`config.mk`:
```
export PLATFORM = sky130hd
export DESIGN_NAME = proc
export DESIGN_NICKNAME = d
export VERILOG_FILES = /design/src/common/isaPkg.sv /design/src/common/pipePkg.sv /design/src/rtl/pipeReg.sv /design/src/proc/fetch.sv /design/src/proc/decode.sv /design/src/proc/regFile.sv /design/src/proc/execute.sv /design/src/proc/dataMem.sv /design/src/proc/proc.sv
export SDC_FILE = /design/constraint.sdc
export NUM_CORES = 2
export LEC_CHECK = 0
export ABC_CLOCK_PERIOD_IN_PS = 5100
export BUFFER_PORTS_ARGS = -buffer_cell sky130_fd_sc_hd__buf_2
export CORE_ASPECT_RATIO = 2
export CORE_UTILIZATION = 30
export CTS_BUF_LIST = sky130_fd_sc_hd__clkbuf_2
export DETAILED_ROUTE_END_ITERATION = 7
export SLEW_MARGIN = 20
export SYNTH_ARGS = -nofsm -noshare
export SYNTH_HDL_FRONTEND = slang
export SYNTH_SLANG_ARGS = --single-unit
```
`constraint.sdc`:
```
create_clock -name clk -period 5.1 [get_ports clk]
set_input_delay 0.765 -clock clk [delete_from_list [all_inputs] [get_ports clk]]
set_output_delay 0.765 -clock clk [all_outputs]
set_load 0.05 [all_outputs]
```
`src/common/isaPkg.sv`:
```
`default_nettype none

package isaPkg;

   // Data word and instruction word share one width
   localparam int DataWidth = 16;

   // Eight architectural registers
   localparam int RegAddrWidth = 3;

   // Instruction layout
   //   [15:12] opcode
   //   [11:9]  rd
   //   [8:6]   rs
   //   [5:3]   rt
   //   [5:0]   imm6, sign extended
   //   [8:0]   imm9, sign extended
   localparam int OpcodeWidth = 4;
   localparam int OpcodeLsb = 12;
   localparam int RdLsb = 9;
   localparam int RsLsb = 6;
   localparam int RtLsb = 3;
   localparam int Imm6Width = 6;
   localparam int Imm9Width = 9;

   // An all-zero word decodes as HALT
   typedef enum logic [OpcodeWidth-1:0] {
      OpHalt = 4'h0,
      OpAdd  = 4'h1,
      OpSub  = 4'h2,
      OpAnd  = 4'h3,
      OpXor  = 4'h4,
      OpAddi = 4'h5,
      OpLbi  = 4'h6,
      OpLd   = 4'h7,
      OpSt   = 4'h8,
      OpBeqz = 4'h9
   } opcodeT;

   typedef enum logic [1:0] {
      AluAdd = 2'd0,
      AluSub = 2'd1,
      AluAnd = 2'd2,
      AluXor = 2'd3
   } aluOpT;

endpackage

`default_nettype wire

```
`src/common/pipePkg.sv`:
```
`default_nettype none

package pipePkg;

   // Decode to execute
   typedef struct packed {
      logic                                valid;
      isaPkg::aluOpT                       aluOp;
      isaPkg::opcodeT                      opcode;
      logic [isaPkg::DataWidth-1:0]        opA;
      logic [isaPkg::DataWidth-1:0]        opB;
      logic [isaPkg::DataWidth-1:0]        storeData;
      logic [isaPkg::DataWidth-1:0]        imm;
      logic [isaPkg::DataWidth-1:0]        pcNext;
      logic [isaPkg::RegAddrWidth-1:0]     wrReg;
      logic                                regWrite;
   } dxPayloadT;

   // Execute to memory
   // result is the ALU value, or the data address for LD and ST
   typedef struct packed {
      logic                                valid;
      logic [isaPkg::DataWidth-1:0]        result;
      logic [isaPkg::DataWidth-1:0]        storeData;
      logic                                memRead;
      logic                                memWrite;
      logic [isaPkg::RegAddrWidth-1:0]     wrReg;
      logic                                regWrite;
      logic                                halt;
      logic                                illegal;
   } xmPayloadT;

   // Memory to writeback
   typedef struct packed {
      logic                                valid;
      logic [isaPkg::DataWidth-1:0]        wbData;
      logic [isaPkg::RegAddrWidth-1:0]     wrReg;
      logic                                regWrite;
      logic                                halt;
      logic                                illegal;
   } mwPayloadT;

endpackage

`default_nettype wire

```
`src/rtl/pipeReg.sv`:
```
`default_nettype none

module pipeReg #(
   parameter type payloadT = logic
) (
   input  wire logic clk,
   input  wire logic arstN,
   input  wire logic hold,
   input  wire logic flush,
   input  wire payloadT d,
   output payloadT   q
);

   // An all-zero payload is a bubble
   always_ff @(posedge clk or negedge arstN) begin
      if (!arstN) begin
         q <= '0;
      end else if (flush) begin
         q <= '0;
      end else if (!hold) begin
         q <= d;
      end
   end

endmodule

`default_nettype wire

```
`src/proc/fetch.sv`:
```
`default_nettype none

module fetch (
   input  wire logic                         clk,
   input  wire logic                         arstN,
   input  wire logic [isaPkg::DataWidth-1:0] instr,
   input  wire logic                         stall,
   input  wire logic                         haltStop,
   input  wire logic                         redirect,
   input  wire logic [isaPkg::DataWidth-1:0] redirectPc,
   output logic [isaPkg::DataWidth-1:0]      instrAddr,
   output logic [isaPkg::DataWidth-1:0]      instrD,
   output logic [isaPkg::DataWidth-1:0]      pcNextD,
   output logic                              validD
);

   logic [isaPkg::DataWidth-1:0] pc;
   logic                         stopped;

   assign instrAddr = pc;

   // Once a HALT is in decode nothing more is fetched
   always_ff @(posedge clk or negedge arstN) begin
      if (!arstN) begin
         pc      <= '0;
         stopped <= 1'b0;
      end else if (redirect) begin
         pc <= redirectPc;
      end else if (haltStop) begin
         stopped <= 1'b1;
      end else if (!stall && !stopped) begin
         pc <= pc + 1'b1;
      end
   end

   always_ff @(posedge clk or negedge arstN) begin
      if (!arstN) begin
         validD <= 1'b0;
      end else if (redirect || haltStop || stopped) begin
         validD <= 1'b0;
      end else if (!stall) begin
         validD <= 1'b1;
      end
   end

   always_ff @(posedge clk) begin
      if (!stall) begin
         instrD  <= instr;
         pcNextD <= pc + 1'b1;
      end
   end

endmodule

`default_nettype wire

```
`src/proc/decode.sv`:
```
`default_nettype none

module decode (
   input  wire logic [isaPkg::DataWidth-1:0]    instrD,
   input  wire logic [isaPkg::DataWidth-1:0]    pcNextD,
   input  wire logic                            validD,
   input  wire logic [isaPkg::DataWidth-1:0]    rdDataA,
   input  wire logic [isaPkg::DataWidth-1:0]    rdDataB,
   input  wire logic [isaPkg::RegAddrWidth-1:0] xWrReg,
   input  wire logic                            xRegWrite,
   input  wire logic [isaPkg::RegAddrWidth-1:0] mWrReg,
   input  wire logic                            mRegWrite,
   input  wire logic                            redirect,
   output logic [isaPkg::RegAddrWidth-1:0]      rdAddrA,
   output logic [isaPkg::RegAddrWidth-1:0]      rdAddrB,
   output logic                                 stall,
   output logic                                 haltStop,
   output pipePkg::dxPayloadT                   dxOut
);

   localparam int Width = isaPkg::DataWidth;

   isaPkg::opcodeT                  opcode;
   logic [isaPkg::RegAddrWidth-1:0] rd;
   logic [isaPkg::RegAddrWidth-1:0] rs;
   logic [isaPkg::RegAddrWidth-1:0] rt;
   logic [Width-1:0]                imm6;
   logic [Width-1:0]                imm9;
   logic                            useA;
   logic                            useB;
   logic                            isStop;
   logic                            hitA;
   logic                            hitB;
   pipePkg::dxPayloadT              payload;

   assign opcode = isaPkg::opcodeT'(instrD[isaPkg::OpcodeLsb +: isaPkg::OpcodeWidth]);
   assign rd = instrD[isaPkg::RdLsb +: isaPkg::RegAddrWidth];
   assign rs = instrD[isaPkg::RsLsb +: isaPkg::RegAddrWidth];
   assign rt = instrD[isaPkg::RtLsb +: isaPkg::RegAddrWidth];

   assign imm6 = {{(Width - isaPkg::Imm6Width){instrD[isaPkg::Imm6Width-1]}},
                  instrD[isaPkg::Imm6Width-1:0]};
   assign imm9 = {{(Width - isaPkg::Imm9Width){instrD[isaPkg::Imm9Width-1]}},
                  instrD[isaPkg::Imm9Width-1:0]};

   // ST reads the register named in the rd field as its data
   assign rdAddrA = rs;
   assign rdAddrB = (opcode == isaPkg::OpSt) ? rd : rt;

   always_comb begin
      payload           = '0;
      payload.valid     = 1'b1;
      payload.opcode    = opcode;
      payload.opA       = rdDataA;
      payload.opB       = rdDataB;
      payload.storeData = rdDataB;
      payload.imm       = imm6;
      payload.pcNext    = pcNextD;
      payload.wrReg     = rd;
      useA              = 1'b0;
      useB              = 1'b0;
      isStop            = 1'b0;

      case (opcode)
         isaPkg::OpSub: payload.aluOp = isaPkg::AluSub;
         isaPkg::OpAnd: payload.aluOp = isaPkg::AluAnd;
         isaPkg::OpXor: payload.aluOp = isaPkg::AluXor;
         default:       payload.aluOp = isaPkg::AluAdd;
      endcase

      case (opcode)
         isaPkg::OpAdd, isaPkg::OpSub, isaPkg::OpAnd, isaPkg::OpXor: begin
            useA             = 1'b1;
            useB             = 1'b1;
            payload.regWrite = 1'b1;
         end
         isaPkg::OpAddi, isaPkg::OpLd: begin
            useA             = 1'b1;
            payload.opB      = imm6;
            payload.regWrite = 1'b1;
         end
         isaPkg::OpLbi: begin
            payload.opA      = '0;
            payload.opB      = imm9;
            payload.regWrite = 1'b1;
         end
         isaPkg::OpSt: begin
            useA        = 1'b1;
            useB        = 1'b1;
            payload.opB = imm6;
         end
         isaPkg::OpBeqz: useA = 1'b1;
         // HALT and illegal words both stop the front end
         default: isStop = 1'b1;
      endcase
   end

   // Writers in execute or memory block the read, writeback is bypassed
   assign hitA = (xRegWrite && xWrReg == rdAddrA) || (mRegWrite && mWrReg == rdAddrA);
   assign hitB = (xRegWrite && xWrReg == rdAddrB) || (mRegWrite && mWrReg == rdAddrB);

   assign stall    = validD && ((useA && hitA) || (useB && hitB));
   assign haltStop = validD && isStop && !redirect;
   assign dxOut    = (validD && !stall) ? payload : '0;

endmodule

`default_nettype wire

```
`src/proc/regFile.sv`:
```
`default_nettype none

module regFile (
   input  wire logic                            clk,
   input  wire logic                            arstN,
   input  wire logic [isaPkg::RegAddrWidth-1:0] rdAddrA,
   input  wire logic [isaPkg::RegAddrWidth-1:0] rdAddrB,
   input  wire logic                            wrEn,
   input  wire logic [isaPkg::RegAddrWidth-1:0] wrAddr,
   input  wire logic [isaPkg::DataWidth-1:0]    wrData,
   output logic [isaPkg::DataWidth-1:0]         rdDataA,
   output logic [isaPkg::DataWidth-1:0]         rdDataB
);

   localparam int NumRegs = 2 ** isaPkg::RegAddrWidth;

   logic [isaPkg::DataWidth-1:0] regs [NumRegs];

   always_ff @(posedge clk or negedge arstN) begin
      if (!arstN) begin
         for (int i = 0; i < NumRegs; i++) begin
            regs[i] <= '0;
         end
      end else if (wrEn) begin
         regs[wrAddr] <= wrData;
      end
   end

   // Writeback value is visible to decode in the same cycle
   assign rdDataA = (wrEn && wrAddr == rdAddrA) ? wrData : regs[rdAddrA];
   assign rdDataB = (wrEn && wrAddr == rdAddrB) ? wrData : regs[rdAddrB];

endmodule

`default_nettype wire

```
`src/proc/execute.sv`:
```
`default_nettype none

module execute (
   input  wire pipePkg::dxPayloadT              dxIn,
   output pipePkg::xmPayloadT                   xmOut,
   output logic                                 redirect,
   output logic [isaPkg::DataWidth-1:0]         redirectPc,
   output logic [isaPkg::RegAddrWidth-1:0]      xWrReg,
   output logic                                 xRegWrite
);

   logic [isaPkg::DataWidth-1:0] aluOut;
   logic                         isLoad;
   logic                         isStore;
   logic                         isBranch;
   logic                         isHalt;
   logic                         isIllegal;

   always_comb begin
      case (dxIn.aluOp)
         isaPkg::AluAdd: aluOut = dxIn.opA + dxIn.opB;
         isaPkg::AluSub: aluOut = dxIn.opA - dxIn.opB;
         isaPkg::AluAnd: aluOut = dxIn.opA & dxIn.opB;
         isaPkg::AluXor: aluOut = dxIn.opA ^ dxIn.opB;
      endcase
   end

   always_comb begin
      isLoad    = 1'b0;
      isStore   = 1'b0;
      isBranch  = 1'b0;
      isHalt    = 1'b0;
      isIllegal = 1'b0;
      case (dxIn.opcode)
         isaPkg::OpLd:   isLoad = 1'b1;
         isaPkg::OpSt:   isStore = 1'b1;
         isaPkg::OpBeqz: isBranch = 1'b1;
         isaPkg::OpHalt: isHalt = 1'b1;
         isaPkg::OpAdd, isaPkg::OpSub, isaPkg::OpAnd, isaPkg::OpXor,
         isaPkg::OpAddi, isaPkg::OpLbi: ;
         default:        isIllegal = 1'b1;
      endcase
   end

   // Target is relative to the word after the branch
   assign redirect   = dxIn.valid && isBranch && (dxIn.opA == '0);
   assign redirectPc = dxIn.pcNext + dxIn.imm;

   assign xWrReg    = dxIn.wrReg;
   assign xRegWrite = dxIn.valid && dxIn.regWrite;

   always_comb begin
      xmOut.valid     = dxIn.valid;
      xmOut.result    = aluOut;
      xmOut.storeData = dxIn.storeData;
      xmOut.memRead   = dxIn.valid && isLoad;
      xmOut.memWrite  = dxIn.valid && isStore;
      xmOut.wrReg     = dxIn.wrReg;
      xmOut.regWrite  = xRegWrite;
      xmOut.halt      = dxIn.valid && isHalt;
      xmOut.illegal   = dxIn.valid && isIllegal;
   end

endmodule

`default_nettype wire

```
`src/proc/dataMem.sv`:
```
`default_nettype none

module dataMem #(
   parameter int DataMemAddrWidth = 8
) (
   input  wire logic               clk,
   input  wire logic               arstN,
   input  wire pipePkg::xmPayloadT xmIn,
   input  wire pipePkg::mwPayloadT mwIn,
   output pipePkg::mwPayloadT      mwOut,
   output logic                    halted,
   output logic                    err
);

   logic [isaPkg::DataWidth-1:0] mem [2 ** DataMemAddrWidth];
   logic [DataMemAddrWidth-1:0]  addr;

   // Word address, upper address bits are ignored
   assign addr = xmIn.result[DataMemAddrWidth-1:0];

   always_ff @(posedge clk) begin
      if (xmIn.memWrite) begin
         mem[addr] <= xmIn.storeData;
      end
   end

   always_comb begin
      mwOut.valid    = xmIn.valid;
      mwOut.wbData   = xmIn.memRead ? mem[addr] : xmIn.result;
      mwOut.wrReg    = xmIn.wrReg;
      mwOut.regWrite = xmIn.regWrite;
      mwOut.halt     = xmIn.halt;
      mwOut.illegal  = xmIn.illegal;
   end

   // Sticky until reset, taken from the writeback stage
   always_ff @(posedge clk or negedge arstN) begin
      if (!arstN) begin
         halted <= 1'b0;
         err    <= 1'b0;
      end else if (mwIn.valid) begin
         halted <= halted | mwIn.halt | mwIn.illegal;
         err    <= err | mwIn.illegal;
      end
   end

endmodule

`default_nettype wire

```
`src/proc/proc.sv`:
```
`default_nettype none

module proc #(
   parameter int DataMemAddrWidth = 8
) (
   input  wire logic                         clk,
   input  wire logic                         arstN,
   input  wire logic [isaPkg::DataWidth-1:0] instr,
   output logic [isaPkg::DataWidth-1:0]      instrAddr,
   output logic                              wbEn,
   output logic [isaPkg::RegAddrWidth-1:0]   wbReg,
   output logic [isaPkg::DataWidth-1:0]      wbData,
   output logic                              halted,
   output logic                              err
);

   // Fetch to decode
   logic [isaPkg::DataWidth-1:0]    instrD;
   logic [isaPkg::DataWidth-1:0]    pcNextD;
   logic                            validD;

   // Control between stages
   logic                            stall;
   logic                            haltStop;
   logic                            redirect;
   logic [isaPkg::DataWidth-1:0]    redirectPc;
   logic [isaPkg::RegAddrWidth-1:0] xWrReg;
   logic                            xRegWrite;

   // Register file read side
   logic [isaPkg::RegAddrWidth-1:0] rdAddrA;
   logic [isaPkg::RegAddrWidth-1:0] rdAddrB;
   logic [isaPkg::DataWidth-1:0]    rdDataA;
   logic [isaPkg::DataWidth-1:0]    rdDataB;

   pipePkg::dxPayloadT              dxD;
   pipePkg::dxPayloadT              dxQ;
   pipePkg::xmPayloadT              xmD;
   pipePkg::xmPayloadT              xmQ;
   pipePkg::mwPayloadT              mwD;
   pipePkg::mwPayloadT              mwQ;

   fetch fetchStage (
      .clk(clk), .arstN(arstN), .instr(instr), .stall(stall), .haltStop(haltStop),
      .redirect(redirect), .redirectPc(redirectPc), .instrAddr(instrAddr),
      .instrD(instrD), .pcNextD(pcNextD), .validD(validD)
   );

   decode decodeStage (
      .instrD(instrD), .pcNextD(pcNextD), .validD(validD),
      .rdDataA(rdDataA), .rdDataB(rdDataB),
      .xWrReg(xWrReg), .xRegWrite(xRegWrite),
      .mWrReg(xmQ.wrReg), .mRegWrite(xmQ.valid && xmQ.regWrite),
      .redirect(redirect), .rdAddrA(rdAddrA), .rdAddrB(rdAddrB),
      .stall(stall), .haltStop(haltStop), .dxOut(dxD)
   );

   regFile regs (
      .clk(clk), .arstN(arstN), .rdAddrA(rdAddrA), .rdAddrB(rdAddrB),
      .wrEn(wbEn), .wrAddr(wbReg), .wrData(wbData),
      .rdDataA(rdDataA), .rdDataB(rdDataB)
   );

   // A taken branch kills the instruction in decode
   pipeReg #(.payloadT(pipePkg::dxPayloadT)) decode2exec (
      .clk(clk), .arstN(arstN), .hold(1'b0), .flush(redirect), .d(dxD), .q(dxQ)
   );

   execute executeStage (
      .dxIn(dxQ), .xmOut(xmD), .redirect(redirect), .redirectPc(redirectPc),
      .xWrReg(xWrReg), .xRegWrite(xRegWrite)
   );

   pipeReg #(.payloadT(pipePkg::xmPayloadT)) exec2mem (
      .clk(clk), .arstN(arstN), .hold(1'b0), .flush(1'b0), .d(xmD), .q(xmQ)
   );

   dataMem #(.DataMemAddrWidth(DataMemAddrWidth)) memStage (
      .clk(clk), .arstN(arstN), .xmIn(xmQ), .mwIn(mwQ),
      .mwOut(mwD), .halted(halted), .err(err)
   );

   pipeReg #(.payloadT(pipePkg::mwPayloadT)) mem2wb (
      .clk(clk), .arstN(arstN), .hold(1'b0), .flush(1'b0), .d(mwD), .q(mwQ)
   );

   assign wbEn   = mwQ.valid && mwQ.regWrite;
   assign wbReg  = mwQ.wrReg;
   assign wbData = mwQ.wbData;

endmodule

`default_nettype wire

```
; Word level (Yosys, flattened, before mapping)
; Memory sizes are Yosys's and may differ from the RTL's.
; Cells that the tools add are included.
[word_totals]
word_cells = 165
romBits = 0
out_inout_bits = 38
mem_bits_rw = 4096
reg_bits = 335
latchBits = 0
mem_count = 1
[classes]
mux = 35
n_bitwise = 9
n_mul = 0
shift = 0
eq_ne = 29
reduce_logical = 43
add_sub_neg = 4
n_lt_le_gt_ge = 4
n_div = 0
[mem_list]
columns = memory, depth, width, read_ports, rd_clocked_by_memory_dff, write_ports, line_no
row1 = memStage.mem, 256, 16, 1, 0, 1, dataMem.sv:15  ; logic [isaPkg::DataWidth-1:0] mem [2 ** DataMemAddrWidth];
[ops]
columns = operator, n
row1 = 16-bit 2-to-1 mux, 12
row2 = 91-bit 2-to-1 mux, 2
row3 = 128-bit bitwise mux, 1
row4 = 16-bit binary-select mux with 3-bit select, 2
row5 = 16-bit one-hot mux with 4 select lines, 1
row6 = 16-bit demux with 3-bit select, 1
row7 = 16-bit adder, 2
row8 = "4-bit by 3-bit == test with 1-bit output, second input constant", 8
row9 = 16-bit one-hot mux with 2 select lines, 1
row10 = 1-bit logical AND, 23
row11 = 3-bit == test, 6
row12 = "16-bit by 1-bit adder with 16-bit output, second input constant", 1
row13 = 16-bit bitwise AND, 1
row14 = "4-bit by 2-bit == test with 1-bit output, second input constant", 4
row15 = "4-bit == test, second input constant", 4
row16 = 16-bit logical NOT, 1
row17 = 16-bit subtractor, 1
row18 = 16-bit XOR, 1
row19 = 1-bit 2-to-1 mux, 13
row20 = "4-bit >= comparator, second input constant", 3
row21 = 3-bit NOT with 4-bit output, 3
row22 = 10-bit OR reduction, 1
row23 = 9-bit OR reduction, 1
row24 = "4-bit by 1-bit == test with 1-bit output, second input constant", 2
row25 = 19 further kinds, 29

; Longest topological paths before layout
[logic_depth]
ltp_word = 13
ltp_mapped = 14

; Cells and area by module
; From an unflattened synthesis, not the netlist that was laid out.
[unflattened]
cells_unflattened = 8773
hier_area_um2 = 178278.5
[by_module_without_submodules]
columns = mod, n_inst, area_per_inst_um2, seq_area_each_um2, cells_per_inst
row1 = dataMem, 1, 157793.8, 123048.0, 7038
row2 = regFile, 1, 7508.5, 3203.1, 452
row3 = pipeReg at decode2exec, 1, 3714.8, 2277.2, 293
row4 = execute, 1, 2588.7, 0.0, 357
row5 = fetch, 1, 2217.1, 1411.4, 179
row6 = decode, 1, 1775.5, 0.0, 244
row7 = pipeReg at exec2mem, 1, 1712.9, 1026.0, 133
row8 = pipeReg at mem2wb, 1, 950.9, 575.6, 74
row9 = proc, 1, 16.3, 0.0, 3

; Worst setup path before layout
; No wires, ideal clock.
[synth_path]
path_type = register -> register
startpoint = register exec2mem.q[8] in the netlist's numbering
endpoint = memory memStage.mem[0][0] in the netlist's numbering (data pin)
synth_period_minus_slack_ns = 3.969
t_arrival_ns = 3.169
stages_incl_launch_ff = 1
required_time_ns = 4.299
path_slack_ns = 1.131
cell_sequence = dfrtp_1
[synth_lines]
columns = element, line_no
row1 = start: declaration, pipeReg.sv:11  ; output payloadT q
row2 = start signal: assignment, pipeReg.sv:17  ; q <= '0;
row3 = start signal: assignment, pipeReg.sv:19  ; q <= '0;
row4 = start signal: assignment, pipeReg.sv:21  ; q <= d;
row5 = end: declaration, dataMem.sv:15
; Straight into the memory's write port.

==> reports/qor.txt <==
SYNTH
------------------------------------------------------------------------------------
Fraction of the mapped netlist area in compound gates                         0.0189
Number of enable flip-flop cells after synthesis                                4128
Yosys warnings                                                                     0
Sequential cell area fraction in the yosys report                              0.753
Share of synthesized cell area in and, or, nand and nor gates                 0.0245
Post-synthesis adder-cell area fraction                                      0.00368
Syn_nets                                                                        8158
Xor and xnor fraction of the mapped netlist area                             0.00391
Largest area contributor in the synthesized netlist                     sky130_fd_sc_hd__edfxtp_1
Number of instances in the synthesized netlist                                  8090
Largest family of logic cells by synthesized area                       multiplexers
Post-synthesis average cell area                                            21.5 um2
Cell types occupying the most area after synthesis                      sky130_fd_sc_hd__edfxtp_1 (71%), sky130_fd_sc_hd__mux4_2 (15%), sky130_fd_sc_hd__dfrtp_1 (4.2%)
Count of cell types in the netlist                                                83
Cell Area, Synth                                                          174000 um2
Dominant synthesized flop cell                                          sky130_fd_sc_hd__edfxtp_1
Ys async rst share                                                            0.0663
Top cell type's share of synthesized area                                      0.711
Share of synthesized area spent on multiplexers                                0.180
Flip-flop and latch count after synthesis                                       4421

FLOORPLAN
------------------------------------------------------------------------------------
Total I/O pin count                                                               56
Floorplan Core Area                                                       578000 um2
Chip Height                                                                  1080 um
Die span in x                                                                 541 um
Standard-cell rows                                                               395
Initial cell density of the core                                               0.301
Area of the die                                                           584000 um2

SETUP PATH
------------------------------------------------------------------------------------
Kind of critical path                                                        reg2reg
Data required time at the worst endpoint                                     7.11 ns
Startpoint type of the worst setup path                                     register
Worst reg2reg startpoint                                                exec2mem.q[24]$_DFF_PN0_
Critical path capture point type                                            register
WP data arrival                                                              6.98 ns
Worst setup path startpoint                                             exec2mem.q[24]$_DFF_PN0_
Highest net fanout along the worst path                                           79

ROUTING
------------------------------------------------------------------------------------
Drt pass-1 iters                                                                   8
WL per Instance                                                              31.3 um
Wirelength, routed                                                         546000 um
DR iter-0 viols                                                                 9821
Vias per Instance                                                               5.23
Count of vias placed by the detailed router                                    91100
Final routed DRC violation total                                                   0
Antenna-violating nets left                                                        0

CLOCK NETWORK
------------------------------------------------------------------------------------
Clock insertion delay at the later pin of the skew report                    2.16 ns
H-tree depth reported by CTS                                                       6
Number of CTS-inserted buffers                                                   889
Maximum count of clock buffers along a single path                                 5
Post-CTS Repair Setup Buffers                                                      0
Total of cells resized after clock tree synthesis                                  0
CTS Hold Bufs                                                                     52
Root cell of the clock tree                                             sky130_fd_sc_hd__clkbuf_2
TritonCTS clock tree                                                            done
Clock transition at path regs                                                0.14 ns
TritonCTS sink count                                                            4421

GLOBAL ROUTING
------------------------------------------------------------------------------------
Wire length of the first global-routing pass                               751000 um
Initial antenna violation count                                                   49
Via count of the first global-routing pass                                     95800
Pin count of the biggest net entering global routing                             177
Overall track demand over capacity in global routing                           0.186
GRT overflow                                                                       0

MIN PATH
------------------------------------------------------------------------------------
Beginning of the worst hold path                                        decode2exec.q[36]$_DFF_PN0_
Hold Path Class                                                              reg2reg

TIMING
------------------------------------------------------------------------------------
Aggregate negative setup slack                                                  0 ns
Timing-limited maximum frequency                                             201 MHz
Final-report max-slew violation count                                              0
Worst Hold Margin                                                           0.301 ns
Unrepaired setup endpoints after global routing                                   no
Transition time at the pin with the least slew margin                        1.39 ns
Final setup viols                                                                  0
Worst slew slack as a fraction of its limit                                   0.0652
Tcrit/Tclk final                                                               0.975
Final period demand of the worst path                                        4.97 ns
Setup Skew                                                                  0.304 ns
Number of hold-slack violations in the final timing report                         0

PWR
------------------------------------------------------------------------------------
Post-layout total power                                                      69.0 mW
Power density over the cells                                              352 nW/um2
Lkg Pwr                                                                      71.4 nW
Maximum vdd ir drop                                                         0.271 mV

PLACE
------------------------------------------------------------------------------------
Post-Place Cell Area                                                      187000 um2
Hpwl dp                                                                    355000 um
Number of port buffers                                                            55
Weighted congestion at the end of routability-driven global placement          0.992

JOB
------------------------------------------------------------------------------------
Number of maximum-capacitance violations                                           0

CELLS AND AREA
------------------------------------------------------------------------------------
P&R area growth vs syn                                                         12.4%
Leading cell types in the layout, fill and taps excluded                sky130_fd_sc_hd__edfxtp_1 (4128), sky130_fd_sc_hd__clkbuf_2 (1195), sky130_fd_sc_hd__mux4_2 (1162)
Post-route design area                                                    196000 um2
Share of post-route cells with drive strength above 1                          0.355
Net total in the final layout                                                   9258
Most common library cell in the layout ignoring fill and taps           sky130_fd_sc_hd__edfxtp_1

OUTCOME
------------------------------------------------------------------------------------
Outcome                                                                 finished, final reports clean

## registers in the layout, summed over array words and instances, names as in the netlist
name and flops:
regs.regs 128, exec2mem.q 41, fetchStage.instrAddr 16, fetchStage.stopped 1, fetchStage.instrD 16, decode2exec.q 81, fetchStage.validD 1, mem2wb.q 23
memStage.err 1, memStage.mem 4096, fetchStage.pcNextD 16, memStage.halted 1
## stage by stage
stage | utilization | cells | setup WS, ns
after floorplan | - | 8090 | 1.13
after global placement | 0.324 | 15800 | 0.527
after detailed placement | 0.324 | 15800 | 0.531
after CTS | 0.338 | 17400 | 0.605
after global routing | 0.339 | 17400 | 0.253
final | 0.339 | 17400 | 0.128
## report_power, final
part | switching, mW | internal, mW
combinational | 5.55 | 2.66
sequential | 0.740 | 39.4
clock | 13.4 | 7.18
total | 19.7 | 49.3
## layer usage
layer | GRT usage | wire length, um | vias up
met5 | 0 | 127 | -
met4 | 0.174 | 55100 | 18
met3 | 0.0330 | 34100 | 1659
met2 | 0.332 | 288000 | 4618
met1 | 0.180 | 168000 | 48300
li1 | - | - | 36500
## synthesized netlist by cell type (12+ instances only)
library cell,count
sky130_fd_sc_hd__a211oi_1,37
sky130_fd_sc_hd__nor2b_1,25
sky130_fd_sc_hd__o22ai_1,25
sky130_fd_sc_hd__buf_2,166
sky130_fd_sc_hd__a21oi_1,76
sky130_fd_sc_hd__mux4_2,1162
sky130_fd_sc_hd__nand2_1,164
sky130_fd_sc_hd__xnor2_1,49
sky130_fd_sc_hd__nor3_1,43
sky130_fd_sc_hd__a22oi_1,102
sky130_fd_sc_hd__clkbuf_1,165
sky130_fd_sc_hd__mux2i_1,339
sky130_fd_sc_hd__nand2b_1,32
sky130_fd_sc_hd__buf_4,66
sky130_fd_sc_hd__a21o_1,14
sky130_fd_sc_hd__nor2_1,377
sky130_fd_sc_hd__ha_1,48
sky130_fd_sc_hd__and2_1,47
sky130_fd_sc_hd__nand3_1,77
sky130_fd_sc_hd__buf_6,51
sky130_fd_sc_hd__and3_1,23
sky130_fd_sc_hd__buf_1,53
sky130_fd_sc_hd__o21ai_0,46
sky130_fd_sc_hd__mux2_2,149
sky130_fd_sc_hd__nor4_1,22
sky130_fd_sc_hd__o211ai_1,12
sky130_fd_sc_hd__nand4_1,21
sky130_fd_sc_hd__edfxtp_1,4128
sky130_fd_sc_hd__inv_1,22
sky130_fd_sc_hd__dfrtp_1,293
sky130_fd_sc_hd__a22o_1,22
sky130_fd_sc_hd__xor2_1,27
sky130_fd_sc_hd__a31oi_1,19
## worst paths after layout
kind | slack [ns] | to | cells after the start
worst max register to register | 0.13 | mem2wb.q[21]$_DFF_PN0_ | 9
worst min register to register | 0.30 | exec2mem.q[8]$_DFF_PN0_ | 0
max in group asynchronous | 3.70 | exec2mem.q[24]$_DFF_PN0_ | 6
worst min-delay path | 0.30 | exec2mem.q[8]$_DFF_PN0_ | 0
worst max-delay path | 0.13 | mem2wb.q[21]$_DFF_PN0_ | 9
min in group asynchronous | 0.38 | exec2mem.q[6]$_DFF_PN0_ | 5
## logic make-up (layout without fill, tap and decap cells)
logic type / count (synthesis) / count (layout)
multiplexers: 1652 / 1652
XOR/XNOR: 77 / 77
flip-flops: 4421 / 4421
buffers and inverters: 526 / 2271
AO/OA/AOI/OAI: 468 / 468
AND/OR/NAND/NOR: 896 / 896
other: 0 / 51
adder cells (fa/ha/maj): 50 / 50
## layout make-up
class                      instances  area (um2)
fill                           54400      382000
sequential                      4421      131000
multi-input combinational       3143       40900
tap                             7543        9440
timing repair buffer             712        6280
clock buffer                    1195        5980
clock inverter                   341        1780
antenna                           51         128
inverter                          23        86.3
## critical path: stages, from the launching register on
cell	delay, ns
sky130_fd_sc_hd__dfrtp_4	0.95
sky130_fd_sc_hd__buf_12	0.54
sky130_fd_sc_hd__mux4_2	0.61
sky130_fd_sc_hd__mux2i_1	0.15
sky130_fd_sc_hd__buf_4	0.22
sky130_fd_sc_hd__o22ai_1	0.11
sky130_fd_sc_hd__a211oi_1	1.11
sky130_fd_sc_hd__o21ai_1	0.12
sky130_fd_sc_hd__nand4b_1	0.47
sky130_fd_sc_hd__o22a_1	0.32
Note: power is estimated with default switching activity, not from simulation.
